[src/rtl/husky_capture_settings.svh]
`ifndef HUSKY_CAPTURE_SETTINGS_SVH
`define HUSKY_CAPTURE_SETTINGS_SVH

// Bus widths
`define HC_PIN_W         8
`define HC_ADDR_W        8
`define HC_DATA_W        16

// Record FIFO
`define HC_FIFO_DEPTH    16
`define HC_LEVEL_W       5    // Counts 0 to HC_FIFO_DEPTH

// Register map
`define HC_REG_CTRL      0
`define HC_REG_LA_DIV    1
`define HC_REG_LA_COUNT  2
`define HC_REG_STATUS    3
`define HC_REG_FIFO      4

// CTRL bits
`define HC_CTRL_REC_EN   0
`define HC_CTRL_LA_START 1
`define HC_CTRL_CLR_SEQ  2

// STATUS bits above the FIFO level field
`define HC_STAT_EDGE_OVF 8
`define HC_STAT_LA_OVF   9
`define HC_STAT_LA_BUSY  10

`endif

[src/rtl/husky_capture_pkg.sv]
`include "husky_capture_settings.svh"

package husky_capture_pkg;

   // Source of a record, also the FIFO arbiter grant
   typedef enum logic {
      SRC_EDGE = 1'b0,
      SRC_LA   = 1'b1
   } src_t;

   typedef struct packed {
      src_t                 tag;
      logic [6:0]           seq;    // Per source, wraps
      logic [`HC_PIN_W-1:0] pins;
   } capture_record_t;

   // Register bank to capture sources
   typedef struct packed {
      logic       rec_en;
      logic       la_start;         // One cycle pulse
      logic [7:0] la_div;
      logic [7:0] la_count;
      logic       clear_seq;        // One cycle pulse
   } capture_ctrl_t;

endpackage

[src/rtl/wb_if.sv]
`include "husky_capture_settings.svh"

// Wishbone classic, single transfers only
interface wb_if ();
   logic                  cyc;
   logic                  stb;
   logic                  we;
   logic [`HC_ADDR_W-1:0] adr;
   logic [`HC_DATA_W-1:0] dat_w;
   logic [`HC_DATA_W-1:0] dat_r;
   logic                  ack;

   modport master (
      output cyc, stb, we, adr, dat_w,
      input  dat_r, ack
   );

   modport slave (
      input  cyc, stb, we, adr, dat_w,
      output dat_r, ack
   );
endinterface

[src/rtl/edge_recorder.sv]
`include "husky_capture_settings.svh"

module edge_recorder (
   input  logic                             clk_usb_buf,
   input  logic                             arst_n_i,
   input  logic [`HC_PIN_W-1:0]             pins_i,
   input  husky_capture_pkg::capture_ctrl_t ctrl_i,
   wb_if.master                             wb,
   output logic                             ovf_o
);
   import husky_capture_pkg::*;

   logic [`HC_PIN_W-1:0] pins_q;
   logic [`HC_PIN_W-1:0] pins_prev_q;
   logic                 change;
   logic                 take;
   logic [6:0]           seq_q;
   capture_record_t      rec_q;
   logic                 valid_q;     // One record held for the FIFO
   logic                 gap_q;       // Forces stb low after each ack

   // Previous value tracks even while disabled
   assign change = ctrl_i.rec_en & (pins_q != pins_prev_q);
   assign take   = change & (~valid_q | wb.ack);

   always_ff @(posedge clk_usb_buf or negedge arst_n_i) begin
      if (!arst_n_i) begin
         pins_q      <= '0;
         pins_prev_q <= '0;
         seq_q       <= '0;
         valid_q     <= 1'b0;
         gap_q       <= 1'b0;
         ovf_o       <= 1'b0;
      end else begin
         pins_q      <= pins_i;
         pins_prev_q <= pins_q;
         gap_q       <= wb.ack;
         ovf_o       <= change & ~take;   // Change lost behind a pending record
         if (take)
            valid_q <= 1'b1;
         else if (wb.ack)
            valid_q <= 1'b0;
         if (ctrl_i.clear_seq)
            seq_q <= '0;
         else if (take)
            seq_q <= seq_q + 7'd1;
      end
   end

   always_ff @(posedge clk_usb_buf) begin
      if (take) begin
         rec_q.tag  <= SRC_EDGE;
         rec_q.seq  <= seq_q;
         rec_q.pins <= pins_q;
      end
   end

   assign wb.cyc   = valid_q & ~gap_q;
   assign wb.stb   = valid_q & ~gap_q;
   assign wb.we    = 1'b1;
   assign wb.adr   = `HC_ADDR_W'(`HC_REG_FIFO);
   assign wb.dat_w = rec_q;

endmodule

[src/rtl/fifo_write_arbiter.sv]
module fifo_write_arbiter (
   input  logic clk_usb_buf,
   input  logic arst_n_i,
   wb_if.slave  m_a,
   wb_if.slave  m_b,
   wb_if.master s
);
   import husky_capture_pkg::*;

   // Port a serves the edge recorder, port b the LA sampler
   logic req_a;
   logic req_b;
   logic locked_q;   // Grant held until ack
   src_t owner_q;
   src_t prio_q;
   src_t sel;

   assign req_a = m_a.cyc & m_a.stb;
   assign req_b = m_b.cyc & m_b.stb;

   always_comb begin
      if (locked_q)
         sel = owner_q;
      else if (req_a && req_b)
         sel = prio_q;
      else if (req_b)
         sel = SRC_LA;
      else
         sel = SRC_EDGE;
   end

   assign s.cyc   = (sel == SRC_LA) ? m_b.cyc   : m_a.cyc;
   assign s.stb   = (sel == SRC_LA) ? m_b.stb   : m_a.stb;
   assign s.we    = (sel == SRC_LA) ? m_b.we    : m_a.we;
   assign s.adr   = (sel == SRC_LA) ? m_b.adr   : m_a.adr;
   assign s.dat_w = (sel == SRC_LA) ? m_b.dat_w : m_a.dat_w;

   assign m_a.ack   = s.ack & (sel == SRC_EDGE);
   assign m_b.ack   = s.ack & (sel == SRC_LA);
   assign m_a.dat_r = s.dat_r;
   assign m_b.dat_r = s.dat_r;

   always_ff @(posedge clk_usb_buf or negedge arst_n_i) begin
      if (!arst_n_i) begin
         locked_q <= 1'b0;
         owner_q  <= SRC_EDGE;
         prio_q   <= SRC_EDGE;
      end else if (s.ack) begin
         locked_q <= 1'b0;
         prio_q   <= (sel == SRC_EDGE) ? SRC_LA : SRC_EDGE;   // Other side next
      end else if (s.cyc && s.stb) begin
         locked_q <= 1'b1;
         owner_q  <= sel;
      end
   end

endmodule

[src/rtl/husky_capture_top.sv]
`include "husky_capture_settings.svh"

module husky_capture_top (
   input  logic                  clk_usb_buf,
   input  logic                  arst_n_i,
   input  logic [`HC_PIN_W-1:0]  pins_i,
   input  logic                  host_cyc_i,
   input  logic                  host_stb_i,
   input  logic                  host_we_i,
   input  logic [`HC_ADDR_W-1:0] host_adr_i,
   input  logic [`HC_DATA_W-1:0] host_dat_i,
   output logic [`HC_DATA_W-1:0] host_dat_o,
   output logic                  host_ack_o
);
   import husky_capture_pkg::*;

   capture_ctrl_t          ctrl;
   capture_record_t        fifo_rdata;
   logic [`HC_LEVEL_W-1:0] fifo_level;
   logic                   fifo_pop;
   logic                   edge_ovf;
   logic                   la_ovf;
   logic                   la_busy;

   wb_if wb_edge ();   // Recorder to arbiter port a
   wb_if wb_la ();     // Sampler to arbiter port b
   wb_if wb_fifo ();

   reg_bank u_reg_bank (
      .clk_usb_buf  (clk_usb_buf),
      .arst_n_i     (arst_n_i),
      .host_cyc_i   (host_cyc_i),
      .host_stb_i   (host_stb_i),
      .host_we_i    (host_we_i),
      .host_adr_i   (host_adr_i),
      .host_dat_i   (host_dat_i),
      .host_dat_o   (host_dat_o),
      .host_ack_o   (host_ack_o),
      .ctrl_o       (ctrl),
      .fifo_pop_o   (fifo_pop),
      .fifo_rdata_i (fifo_rdata),
      .fifo_level_i (fifo_level),
      .edge_ovf_i   (edge_ovf),
      .la_ovf_i     (la_ovf),
      .la_busy_i    (la_busy)
   );

   edge_recorder u_edge_recorder (
      .clk_usb_buf (clk_usb_buf),
      .arst_n_i    (arst_n_i),
      .pins_i      (pins_i),
      .ctrl_i      (ctrl),
      .wb          (wb_edge.master),
      .ovf_o       (edge_ovf)
   );

   la_sampler u_la_sampler (
      .clk_usb_buf (clk_usb_buf),
      .arst_n_i    (arst_n_i),
      .pins_i      (pins_i),
      .ctrl_i      (ctrl),
      .wb          (wb_la.master),
      .busy_o      (la_busy),
      .ovf_o       (la_ovf)
   );

   fifo_write_arbiter u_fifo_write_arbiter (
      .clk_usb_buf (clk_usb_buf),
      .arst_n_i    (arst_n_i),
      .m_a         (wb_edge.slave),
      .m_b         (wb_la.slave),
      .s           (wb_fifo.master)
   );

   sample_fifo u_sample_fifo (
      .clk_usb_buf (clk_usb_buf),
      .arst_n_i    (arst_n_i),
      .pop_i       (fifo_pop),
      .wb          (wb_fifo.slave),
      .rdata_o     (fifo_rdata),
      .level_o     (fifo_level)
   );

endmodule

[src/rtl/la_sampler.sv]
`include "husky_capture_settings.svh"

module la_sampler (
   input  logic                             clk_usb_buf,
   input  logic                             arst_n_i,
   input  logic [`HC_PIN_W-1:0]             pins_i,
   input  husky_capture_pkg::capture_ctrl_t ctrl_i,
   wb_if.master                             wb,
   output logic                             busy_o,
   output logic                             ovf_o
);
   import husky_capture_pkg::*;

   logic [`HC_PIN_W-1:0] pins_q;
   logic [7:0]           div_q;       // Interval latched at start
   logic [7:0]           tick_q;      // Cycles until next sample
   logic [7:0]           left_q;      // Samples left in this run
   logic [6:0]           idx_q;
   logic                 due;
   logic                 take;
   capture_record_t      rec_q;
   logic                 valid_q;
   logic                 gap_q;

   assign due  = busy_o & (tick_q == 8'd0);
   assign take = due & (~valid_q | wb.ack);

   always_ff @(posedge clk_usb_buf or negedge arst_n_i) begin
      if (!arst_n_i) begin
         pins_q  <= '0;
         div_q   <= '0;
         tick_q  <= '0;
         left_q  <= '0;
         idx_q   <= '0;
         busy_o  <= 1'b0;
         valid_q <= 1'b0;
         gap_q   <= 1'b0;
         ovf_o   <= 1'b0;
      end else begin
         pins_q <= pins_i;
         gap_q  <= wb.ack;
         ovf_o  <= due & ~take;
         if (take)
            valid_q <= 1'b1;
         else if (wb.ack)
            valid_q <= 1'b0;

         if (!busy_o) begin
            // Start while busy falls through unseen
            if (ctrl_i.la_start && ctrl_i.la_count != 8'd0) begin
               busy_o <= 1'b1;
               div_q  <= ctrl_i.la_div;
               tick_q <= ctrl_i.la_div;
               left_q <= ctrl_i.la_count;
               idx_q  <= '0;
            end
         end else if (due) begin
            tick_q <= div_q;
            left_q <= left_q - 8'd1;
            idx_q  <= idx_q + 7'd1;        // Dropped samples still advance
            busy_o <= (left_q != 8'd1);
         end else begin
            tick_q <= tick_q - 8'd1;
         end
      end
   end

   always_ff @(posedge clk_usb_buf) begin
      if (take) begin
         rec_q.tag  <= SRC_LA;
         rec_q.seq  <= idx_q;
         rec_q.pins <= pins_q;
      end
   end

   assign wb.cyc   = valid_q & ~gap_q;
   assign wb.stb   = valid_q & ~gap_q;
   assign wb.we    = 1'b1;
   assign wb.adr   = `HC_ADDR_W'(`HC_REG_FIFO);
   assign wb.dat_w = rec_q;

endmodule

[src/rtl/reg_bank.sv]
`include "husky_capture_settings.svh"

module reg_bank (
   input  logic                               clk_usb_buf,
   input  logic                               arst_n_i,
   input  logic                               host_cyc_i,
   input  logic                               host_stb_i,
   input  logic                               host_we_i,
   input  logic [`HC_ADDR_W-1:0]              host_adr_i,
   input  logic [`HC_DATA_W-1:0]              host_dat_i,
   output logic [`HC_DATA_W-1:0]              host_dat_o,
   output logic                               host_ack_o,
   output husky_capture_pkg::capture_ctrl_t   ctrl_o,
   output logic                               fifo_pop_o,
   input  husky_capture_pkg::capture_record_t fifo_rdata_i,
   input  logic [`HC_LEVEL_W-1:0]             fifo_level_i,
   input  logic                               edge_ovf_i,
   input  logic                               la_ovf_i,
   input  logic                               la_busy_i
);
   import husky_capture_pkg::*;

   logic                  req;         // First cycle of a host transfer
   logic                  wr_req;
   logic                  rd_req;
   logic                  fifo_nempty;
   logic                  status_wr;
   logic                  rec_en_q;
   logic                  la_start_q;
   logic                  clear_seq_q;
   logic [7:0]            la_div_q;
   logic [7:0]            la_count_q;
   logic                  edge_ovf_q;
   logic                  la_ovf_q;
   logic [`HC_DATA_W-1:0] status;
   logic [`HC_DATA_W-1:0] rd_regs;
   capture_record_t       rd_fifo;

   assign req         = host_cyc_i & host_stb_i & ~host_ack_o;
   assign wr_req      = req & host_we_i;
   assign rd_req      = req & ~host_we_i;
   assign fifo_nempty = (fifo_level_i != '0);
   assign status_wr   = wr_req & (host_adr_i == `HC_REG_STATUS);

   always_comb begin
      status                    = '0;
      status[`HC_LEVEL_W-1:0]   = fifo_level_i;
      status[`HC_STAT_EDGE_OVF] = edge_ovf_q;
      status[`HC_STAT_LA_OVF]   = la_ovf_q;
      status[`HC_STAT_LA_BUSY]  = la_busy_i;
   end

   always_comb begin
      rd_regs = '0;
      case (host_adr_i)
         `HC_REG_CTRL:     rd_regs[`HC_CTRL_REC_EN] = rec_en_q;
         `HC_REG_LA_DIV:   rd_regs[7:0] = la_div_q;
         `HC_REG_LA_COUNT: rd_regs[7:0] = la_count_q;
         `HC_REG_STATUS:   rd_regs = status;
         default:          rd_regs = '0;
      endcase
   end

   // Empty FIFO reads back as zero
   assign rd_fifo = (host_adr_i == `HC_REG_FIFO && fifo_nempty) ? fifo_rdata_i : '0;

   always_ff @(posedge clk_usb_buf or negedge arst_n_i) begin
      if (!arst_n_i) begin
         host_ack_o  <= 1'b0;
         host_dat_o  <= '0;
         fifo_pop_o  <= 1'b0;
         rec_en_q    <= 1'b0;
         la_start_q  <= 1'b0;
         clear_seq_q <= 1'b0;
         la_div_q    <= '0;
         la_count_q  <= '0;
         edge_ovf_q  <= 1'b0;
         la_ovf_q    <= 1'b0;
      end else begin
         host_ack_o  <= req;
         host_dat_o  <= rd_req ? (rd_regs | rd_fifo) : '0;
         // Pop lands in the ack cycle, head was sampled above
         fifo_pop_o  <= rd_req & (host_adr_i == `HC_REG_FIFO) & fifo_nempty;
         la_start_q  <= wr_req & (host_adr_i == `HC_REG_CTRL) & host_dat_i[`HC_CTRL_LA_START];
         clear_seq_q <= wr_req & (host_adr_i == `HC_REG_CTRL) & host_dat_i[`HC_CTRL_CLR_SEQ];
         if (wr_req && host_adr_i == `HC_REG_CTRL)
            rec_en_q <= host_dat_i[`HC_CTRL_REC_EN];
         if (wr_req && host_adr_i == `HC_REG_LA_DIV)
            la_div_q <= host_dat_i[7:0];
         if (wr_req && host_adr_i == `HC_REG_LA_COUNT)
            la_count_q <= host_dat_i[7:0];

         // A new overflow wins over a clear in the same cycle
         if (edge_ovf_i)
            edge_ovf_q <= 1'b1;
         else if (status_wr)
            edge_ovf_q <= 1'b0;
         if (la_ovf_i)
            la_ovf_q <= 1'b1;
         else if (status_wr)
            la_ovf_q <= 1'b0;
      end
   end

   assign ctrl_o.rec_en    = rec_en_q;
   assign ctrl_o.la_start  = la_start_q;
   assign ctrl_o.la_div    = la_div_q;
   assign ctrl_o.la_count  = la_count_q;
   assign ctrl_o.clear_seq = clear_seq_q;

endmodule

[src/rtl/sample_fifo.sv]
`include "husky_capture_settings.svh"

module sample_fifo (
   input  logic                               clk_usb_buf,
   input  logic                               arst_n_i,
   input  logic                               pop_i,
   wb_if.slave                                wb,
   output husky_capture_pkg::capture_record_t rdata_o,
   output logic [`HC_LEVEL_W-1:0]             level_o
);
   import husky_capture_pkg::*;

   localparam int PTR_W = $clog2(`HC_FIFO_DEPTH);

   capture_record_t  mem [`HC_FIFO_DEPTH];
   logic [PTR_W-1:0] wr_ptr_q;
   logic [PTR_W-1:0] rd_ptr_q;
   logic             full;
   logic             push;
   logic             pop;
   logic             ack_q;

   assign full = (level_o == `HC_LEVEL_W'(`HC_FIFO_DEPTH));
   assign push = ack_q;                        // Data still held by master
   assign pop  = pop_i & (level_o != '0);

   always_ff @(posedge clk_usb_buf or negedge arst_n_i) begin
      if (!arst_n_i) begin
         ack_q    <= 1'b0;
         wr_ptr_q <= '0;
         rd_ptr_q <= '0;
         level_o  <= '0;
      end else begin
         // Ack held back while full
         ack_q <= wb.cyc & wb.stb & wb.we & ~full & ~ack_q;
         if (push)
            wr_ptr_q <= wr_ptr_q + PTR_W'(1);
         if (pop)
            rd_ptr_q <= rd_ptr_q + PTR_W'(1);
         case ({push, pop})
            2'b10:   level_o <= level_o + `HC_LEVEL_W'(1);
            2'b01:   level_o <= level_o - `HC_LEVEL_W'(1);
            default: level_o <= level_o;
         endcase
      end
   end

   always_ff @(posedge clk_usb_buf) begin
      if (push)
         mem[wr_ptr_q] <= wb.dat_w;
   end

   assign rdata_o  = mem[rd_ptr_q];
   assign wb.ack   = ack_q;
   assign wb.dat_r = rdata_o;

endmodule

[config.mk]
export PLATFORM = sky130hd
export DESIGN_NAME = husky_capture_top
export DESIGN_NICKNAME = d
export VERILOG_FILES = /design/src/rtl/husky_capture_pkg.sv /design/src/rtl/wb_if.sv /design/src/rtl/edge_recorder.sv /design/src/rtl/fifo_write_arbiter.sv /design/src/rtl/husky_capture_top.sv /design/src/rtl/la_sampler.sv /design/src/rtl/reg_bank.sv /design/src/rtl/sample_fifo.sv
export VERILOG_INCLUDE_DIRS = /design/src /design/src/rtl
export SDC_FILE = /design/constraint.sdc
export NUM_CORES = 1
export LEC_CHECK = 0
export BUFFER_PORTS_ARGS = -buffer_cell sky130_fd_sc_hd__buf_2
export CAP_MARGIN = 20
export CORE_ASPECT_RATIO = 2
export CORE_MARGIN = 3
export CORE_UTILIZATION = 55
export CTS_CLUSTER_SIZE = 16
export DETAILED_ROUTE_END_ITERATION = 7
export HOLD_SLACK_MARGIN = 0.12
export PLACE_DENSITY_LB_ADDON = 0.25
export SLEW_MARGIN = 20
export SYNTH_ARGS = -nofsm -noshare
export SYNTH_HDL_FRONTEND = slang
export SYNTH_SLANG_ARGS = --single-unit
[constraint.sdc]
create_clock -name clk_usb_buf -period 3.95 [get_ports clk_usb_buf]
set_input_delay 0.1975 -clock clk_usb_buf [delete_from_list [all_inputs] [get_ports clk_usb_buf]]
set_output_delay 0.1975 -clock clk_usb_buf [all_outputs]
set_load 0.005 [all_outputs]
Word level (Yosys, flattened, before mapping)
Memory sizes are Yosys's and may differ from the RTL's.
Cells that the tools add are included.
{"block": "totals", "out_inout_bits": 17, "rom_bits": 0, "latchBits": 0, "ram_bits": 256, "input_bits": 37, "register_bits": 147, "mem_count": 1}
{"name": "u_sample_fifo.mem", "words": 16, "width": 16, "rd": 1, "rd_clocked_by_memory_dff": 0, "wr": 1, "line_no": "sample_fifo.sv:15", "rtl": "capture_record_t mem [`HC_FIFO_DEPTH];"}
{"block": "classes", "eq_ne": 10, "shifts": 0, "mul": 0, "add_sub_neg": 8, "n_bitwise": 38, "div": 0, "order_cmp": 0, "reduce_logical": 21, "muxes": 37}
{"op": "two-way mux 16 bit", "n": 3}
{"op": "two-way mux 8 bit", "n": 6}
{"op": "two-way mux 7 bit", "n": 5}
{"op": "bitwise AND 1 bit", "n": 23}
{"op": "case mux 7 bit (3 select lines)", "n": 1}
{"op": "two-way mux 1 bit", "n": 19}
{"op": "equality test 8 x 2 -> 1 bit (second input constant)", "n": 2}
{"op": "zero test 8 bit", "n": 2}
{"op": "OR 11 x 16 -> 16 bit", "n": 1}
{"op": "nonzero test 2 bit", "n": 8}
{"op": "subtractor 8 x 1 -> 8 bit (second input constant)", "n": 2}
{"op": "adder 7 x 1 -> 7 bit (second input constant)", "n": 2}
{"op": "inverter 1 bit", "n": 12}
{"op": "case mux 5 bit (2 select lines)", "n": 1}
{"op": "adder 4 x 1 -> 4 bit (second input constant)", "n": 2}
{"op": "equality test 8 x 1 -> 1 bit (second input constant)", "n": 1}
{"op": "equality test 8 x 3 -> 1 bit (second input constant)", "n": 1}
{"op": "!= test 8 x 1 -> 1 bit (second input constant)", "n": 1}
{"op": "!= test 8 bit", "n": 1}
{"op": "nonzero test 8 bit", "n": 1}
{"op": "logical AND 1 bit", "n": 6}
{"op": "AND reduction 2 bit", "n": 3}
{"op": "adder 5 x 1 -> 5 bit (second input constant)", "n": 1}
{"op": "equality test 5 bit (second input constant)", "n": 1}
{"op": "other kinds (8)", "n": 9}

Longest topological paths before layout
{"block": "logic_depth", "word_depth": 11, "depth_mapped": 13, "depth_no_buf": 10}

Cells and area by module
Synthesis repeated with hierarchy kept, for this count alone.
{"block": "unflattened", "hier_cells": 1084, "hier_area_um2": 17490.5}
{"module": "sample_fifo", "cells_per_inst": 516, "instances": 1, "area_each_um2": 10630.2}
{"module": "la_sampler", "cells_per_inst": 247, "instances": 1, "area_each_um2": 2682.6}
{"module": "reg_bank", "cells_per_inst": 137, "instances": 1, "area_each_um2": 1854.3}
{"module": "edge_recorder", "cells_per_inst": 101, "instances": 1, "area_each_um2": 1495.2}
{"module": "fifo_write_arbiter", "cells_per_inst": 83, "instances": 1, "area_each_um2": 828.3}

Least setup slack after synthesis
OpenSTA, ideal clock, no wires.
{"block": "synth_path", "path_type": "reg2reg", "from": "reg u_edge_recorder.valid_q", "to": "reg u_la_sampler.rec_q, in the netlist u_la_sampler.wb.dat_w[0], enable pin", "arrival_time_ns": 2.729, "setup_slack_ns": 0.829, "synth_period_minus_slack_ns": 3.121, "t_required_ns": 3.558, "path_stages_with_launch": 6, "cell_sequence": "dfrtp_1 > nor3b_1 > o31ai_2 > clkbuf_1 > nand2_1 > a21oi_1"}
{"block": "synth_between", "elab_chain_len": 7}
{"item": "from (decl)", "line_no": "edge_recorder.sv:19", "rtl": "logic valid_q;"}
{"item": "from (signal assigned)", "line_no": "edge_recorder.sv:31", "rtl": "valid_q <= 1'b0;"}
{"item": "from (signal assigned)", "line_no": "edge_recorder.sv:40", "rtl": "valid_q <= 1'b1;"}
{"item": "from (signal assigned)", "line_no": "edge_recorder.sv:42", "rtl": "valid_q <= 1'b0;"}
{"item": "bitwise AND 1 bit", "line_no": "edge_recorder.sv:58, edge_recorder.sv:59"}
{"item": "logical AND 1 bit", "line_no": "fifo_write_arbiter.sv:24", "rtl": "else if (req_a && req_b)"}
{"item": "two-way mux 1 bit", "line_no": "fifo_write_arbiter.sv:24"}
{"item": "two-way mux 1 bit", "line_no": "fifo_write_arbiter.sv:22", "rtl": "if (locked_q)"}
{"item": "bitwise AND 1 bit", "line_no": "fifo_write_arbiter.sv:39", "rtl": "assign m_b.ack = s.ack & (sel == SRC_LA);"}
{"item": "OR 1 bit", "line_no": "la_sampler.sv:26", "rtl": "assign take = due & (~valid_q | wb.ack);"}
{"item": "bitwise AND 1 bit", "line_no": "la_sampler.sv:26"}
{"item": "via u_la_sampler.take", "line_no": "la_sampler.sv:20", "rtl": "logic take;"}
{"item": "to (decl)", "line_no": "la_sampler.sv:21", "rtl": "capture_record_t rec_q;"}
The timed path passes the listed nets, and every way through them passes these cells.
A chain may end at the register's enable or synchronous reset.

Worst setup path in the final report
{"block": "layout_path", "from": "reg u_sample_fifo.level_o[2]", "to": "reg u_sample_fifo.level_o[4]"}
{"block": "layout_between", "elab_chain_len": 4, "elab_cells_between_ends": 8}
{"item": "from (decl)", "line_no": "sample_fifo.sv:9", "rtl": "output logic [`HC_LEVEL_W-1:0] level_o"}
{"item": "from (signal assigned)", "line_no": "sample_fifo.sv:41", "rtl": "2'b10: level_o <= level_o + `HC_LEVEL_W'(1);"}
{"item": "from (signal assigned)", "line_no": "sample_fifo.sv:42", "rtl": "2'b01: level_o <= level_o - `HC_LEVEL_W'(1);"}
{"item": "from (signal assigned)", "line_no": "sample_fifo.sv:43", "rtl": "default: level_o <= level_o;"}
{"item": "branches (longest 4 deep; another with subtractor 5 x 1 -> 5 bit)"}
Parallel ways; which one is timed is not known.

==> impl_metrics.prom <==
# TYPE chip_impl_metric gauge
chip_impl_info{name="run_status",value="finished clean"} 1
chip_impl_metric{name="layout-drive-gt1-share",unit=""} 0.236
chip_impl_metric{name="first_iter_violations",unit=""} 655
chip_impl_metric{name="first_pass_iters",unit=""} 5
chip_impl_info{name="grt_most_used_layer",value="met2"} 1
chip_impl_metric{name="place_congestion",unit=""} 0.886
chip_impl_info{name="grt_setup_unrepaired",value="false"} 1
chip_impl_metric{name="max_clock_freq",unit="MHz"} 358
chip_impl_metric{name="fin_area",unit="µm²"} 18300
chip_impl_metric{name="cell_internal_pwr",unit="mW"} 6.83
chip_impl_metric{name="dieWidth",unit="µm"} 127
chip_impl_metric{name="finalClockSkew",unit="ns"} 0.00935
chip_impl_metric{name="synth_top_area_share",unit=""} 0.531
chip_impl_metric{name="finalNetCount",unit=""} 1102
chip_impl_metric{name="power_frac_clock",unit=""} 0.398
chip_impl_metric{name="power.sequential.fraction",unit=""} 0.550
chip_impl_metric{name="clkTransAtPathRegs",unit="ns"} 0.07
chip_impl_metric{name="cts_made_buffers",unit=""} 34
chip_impl_metric{name="combPwrFrac",unit=""} 0.052
chip_impl_metric{name="count_of_placed_standard_cells_including_taps",unit=""} 1354
chip_impl_metric{name="worst_pin_slew",unit="ns"} 1.03
chip_impl_metric{name="clkSinkCount",unit=""} 403
chip_impl_metric{name="grt_max_degree",unit=""} 74
chip_impl_metric{name="drc_errors",unit=""} 0
chip_impl_metric{name="finalHoldViolations",unit=""} 0
chip_impl_info{name="critical_path_class",value="reg2reg"} 1
chip_impl_info{name="synthFlopType",value="edfxtp_1"} 1
chip_impl_metric{name="route.detailed.wl_per_inst",unit="µm"} 24.5
chip_impl_metric{name="required",unit="ns"} 4.38
chip_impl_info{name="synth_top_family_by_area",value="multiplexers"} 1
chip_impl_metric{name="post_synth_xor_area_fraction",unit=""} 0.0168
chip_impl_metric{name="layout_area_growth_over_synthesis",unit="%"} 13.3
chip_impl_info{name="critPathCaptureType",value="register"} 1
chip_impl_metric{name="final.setup.tns",unit="ns"} 0
chip_impl_metric{name="portBuffers",unit=""} 45
chip_impl_info{name="tritoncts",value="yes"} 1
chip_impl_metric{name="h-tree-depth",unit=""} 2
chip_impl_metric{name="timing.critical_path.arrival",unit="ns"} 3.23
chip_impl_metric{name="synth_area",unit="µm²"} 16200
chip_impl_metric{name="max_slew_margin",unit=""} 0.313
chip_impl_metric{name="synth_cell_types",unit=""} 57
chip_impl_metric{name="met2_layer_usage_reported_by_global_route",unit=""} 0.435
chip_impl_metric{name="core_area",unit="µm²"} 29000
chip_impl_metric{name="worst_skew_pair.late_latency",unit="ns"} 0.52
chip_impl_info{name="worst_path_dominant_cell_family",value="simple AND/OR/NAND/NOR gates"} 1
chip_impl_info{name="cts_root_buffer",value="clkbuf_16"} 1
chip_impl_info{name="synthTopCellsByArea",value="edfxtp_1 (53%), dfrtp_1 (18%), mux4_2 (9.1%)"} 1
chip_impl_metric{name="num_antenna_cells",unit=""} 0
chip_impl_metric{name="met1_usage_grt",unit=""} 0.260
chip_impl_metric{name="dpl_cell_area",unit="µm²"} 17000
chip_impl_metric{name="yosysWarningCount",unit=""} 0
chip_impl_info{name="commonest_cells_in_the_netlist",value="edfxtp_1 (286), dfrtp_1 (117), mux4_2 (65), nand2_1 (58), nor2_1 (48)"} 1
chip_impl_metric{name="synth.avg_cell_area",unit="µm²"} 16.8
chip_impl_metric{name="worst_path_largest_cell_delay",unit="ns"} 0.55
chip_impl_info{name="timing.hold.worst.class",value="in2reg"} 1
chip_impl_metric{name="grt-ovfl-total",unit=""} 0
chip_impl_metric{name="io_pins",unit=""} 54
chip_impl_info{name="cpMaxStageDelayCell",value="or4_1"} 1
chip_impl_metric{name="chipHeight",unit="µm"} 248
chip_impl_info{name="yosys.area.top_type",value="edfxtp_1"} 1
chip_impl_metric{name="synth-simple-area-share",unit=""} 0.0635
chip_impl_metric{name="place.detailed.hpwl",unit="µm"} 23500
chip_impl_metric{name="maxSlewViolCount",unit=""} 0
chip_impl_metric{name="final.min_clock_period",unit="ns"} 2.79
chip_impl_metric{name="die_area",unit="µm²"} 31600
chip_impl_metric{name="timing.final.crit_share",unit=""} 0.708
chip_impl_metric{name="post-layout-total-power",unit="mW"} 8.67
chip_impl_metric{name="synth_compound_gate_area_share",unit=""} 0.0459
chip_impl_info{name="yosysMostFrequentCell",value="edfxtp_1"} 1
chip_impl_metric{name="ir_worst_vdd",unit="mV"} 0.435
chip_impl_metric{name="synth.yosys.seq_area_share",unit=""} 0.712
chip_impl_metric{name="crit_buf_inv",unit=""} 0
chip_impl_metric{name="p_sw",unit="mW"} 1.84
chip_impl_metric{name="cts.path.max_buffers",unit=""} 3
chip_impl_metric{name="synthMuxAreaShare",unit=""} 0.133
chip_impl_metric{name="synthesis.instances",unit=""} 962
chip_impl_metric{name="ys_seq_elements",unit=""} 403
chip_impl_metric{name="global_route_wire_length_before_repair",unit="µm"} 53500
chip_impl_info{name="path_cells",value="or4_1, nor2_1, nor2b_1, ha_1, xor2_1, ha_1, mux2i_1, a22oi_1, nor3_1, xnor2_1"} 1
chip_impl_metric{name="power_switching_share",unit=""} 0.212
chip_impl_info{name="crit_path_frequent_cell",value="ha_1"} 1
chip_impl_metric{name="yosys.area_share.adder",unit=""} 0.0108
chip_impl_metric{name="routed_wl",unit="µm"} 35100
chip_impl_metric{name="grt_antenna_before_repair",unit=""} 0
chip_impl_metric{name="grt_pass1_vias",unit=""} 8906
chip_impl_metric{name="proportion_of_register_bits_with_asynchronous_set_or_reset_after_synthesis",unit=""} 0.290
chip_impl_metric{name="final-instance-count-excl-fill",unit=""} 1435
chip_impl_metric{name="crit_fanout",unit=""} 7
chip_impl_metric{name="total_power_density_per_cell_area",unit="nW/µm²"} 473
chip_impl_metric{name="synthesis.nets",unit=""} 1013
chip_impl_info{name="worstSetupStartpointType",value="register"} 1
chip_impl_metric{name="cts.repair_timing.setup_buffer_count",unit=""} 0
chip_impl_metric{name="final_antenna_net_count",unit=""} 0
chip_impl_metric{name="maxCapViolCount",unit=""} 0
chip_impl_metric{name="via_count",unit=""} 8634
chip_impl_metric{name="synth-edff-count",unit=""} 286
chip_impl_metric{name="p_leak",unit="nW"} 6.77
chip_impl_metric{name="timing.final.setup_violations",unit=""} 0
chip_impl_metric{name="global_route.usage.total",unit=""} 0.227
chip_impl_metric{name="row_count",unit=""} 88
chip_impl_metric{name="floorplan.initialDensity",unit=""} 0.558
chip_impl_metric{name="vias_per_cell",unit=""} 6.02
chip_impl_metric{name="grt.met3_usage",unit=""} 0.0239
power by group through the flow:
| stage | Combinational [mW] | Clock, mW | Sequential (mW) |
|---|---|---|---|
| 2_1_floorplan | 0.335 | 0 | 4.78 |
| 3_3_place_gp | 0.419 | 0 | 4.85 |
| 3_5_place_dp | 0.434 | 0 | 4.86 |
| 4_1_cts | 0.454 | 3.51 | 4.77 |
| 5_1_grt | 0.498 | 3.65 | 4.78 |
| 6_report | 0.449 | 3.45 | 4.77 |
registers in the layout, indices dropped and copies added, names as in the netlist, 4 cells and up:
register                     flops
u_sample_fifo.mem              256
u_reg_bank.host_dat_o           16
u_edge_recorder.wb.dat_w        15
u_la_sampler.wb.dat_w           15
u_edge_recorder.pins_prev_q      8
u_la_sampler.div_q               8
u_la_sampler.left_q              8
u_la_sampler.pins_q              8
u_la_sampler.tick_q              8
u_reg_bank.la_count_q            8
u_reg_bank.la_div_q              8
u_edge_recorder.seq_q            7
u_la_sampler.idx_q               7
u_sample_fifo.level_o            5
u_sample_fifo.rd_ptr_q           4
u_sample_fifo.wr_ptr_q           4
metrics by stage:
step	utilization	hold slack [ns]	worst slack [ns]
after floorplan	-	-0.0981	0.829
after global placement	0.586	0.306	1.23
after detailed placement	0.586	0.307	1.20
after CTS	0.633	0.123	1.18
after global routing	0.633	0.146	0.979
final	0.633	0.127	1.16
metal layers:
layer	wire length (µm)	part of all wire
met1	12300	0.35
met2	20500	0.58
met3	1300	0.037
met4	1040	0.030
met5	0	0
cells by family (layout without fill, tap and decap cells):
logic type / count (synthesis) / count (layout)
flops: 403 / 403
simple gates: 204 / 204
mux: 128 / 128
compound gates: 109 / 109
buf+inv: 73 / 186
xor+xnor: 31 / 31
fa+ha+maj: 14 / 14
worst register-to-register path: stages, from the launching register on:
cell and delay (ns):
dfrtp_1 0.47, or4_1 0.55, nor2_1 0.17, nor2b_1 0.15, ha_1 0.31, xor2_1 0.20, ha_1 0.23, mux2i_1 0.17
a22oi_1 0.09, nor3_1 0.23, xnor2_1 0.15
cells in the final DEF, fill, tap and decap left out, types with 24 or more instances in the layout:
| cell type | count |
|---|---|
| clkbuf_16 | 35 |
| nor2_1 | 48 |
| buf_4 | 34 |
| buf_2 | 44 |
| edfxtp_1 | 286 |
| o21ai_0 | 29 |
| inv_1 | 24 |
| nand2_1 | 58 |
| mux4_2 | 65 |
| mux2_2 | 44 |
| dfrtp_1 | 115 |
area by class of cell:
type / count / area (µm²)
well taps: 360 / 450
fillers: 2044 / 10600
inverters: 24 / 90.1
flip-flops and latches: 403 / 11500
clock inverters: 16 / 210
clock buffers: 44 / 930
multi-input cells: 486 / 4380
repair buffers: 102 / 737
path summary, 6_finish.rpt:
| path | startpoint | cells after the start | slack [ns] | endpoint |
|---|---|---|---|---|
| max in group asynchronous | arst_n_i | 3 | 2.57 | u_edge_recorder.pins_prev_q[6]$_DFF_PN0_ |
| worst min-delay path | host_adr_i[1] | 3 | 0.13 | u_reg_bank.host_dat_o[8]$_DFF_PN0_ |
| min in group asynchronous | arst_n_i | 2 | 0.36 | u_reg_bank.la_count_q[7]$_DFFE_PN0P_ |
| worst min register to register | u_edge_recorder.ovf_o$_DFF_PN0_ | 1 | 0.44 | u_reg_bank.edge_ovf_q$_DFFE_PN0P_ |
| worst max register to register | u_sample_fifo.level_o[2]$_DFFE_PN0P_ | 10 | 1.16 | u_sample_fifo.level_o[4]$_DFFE_PN0P_ |
| worst max-delay path | u_sample_fifo.level_o[2]$_DFFE_PN0P_ | 10 | 1.16 | u_sample_fifo.level_o[4]$_DFFE_PN0P_ |
timing repair:
action                    CTS  global route
gates resized for setup     0             0
hold endpoints to repair  101             0
hold buffers               21             0
(Power assumes the default switching activity.)
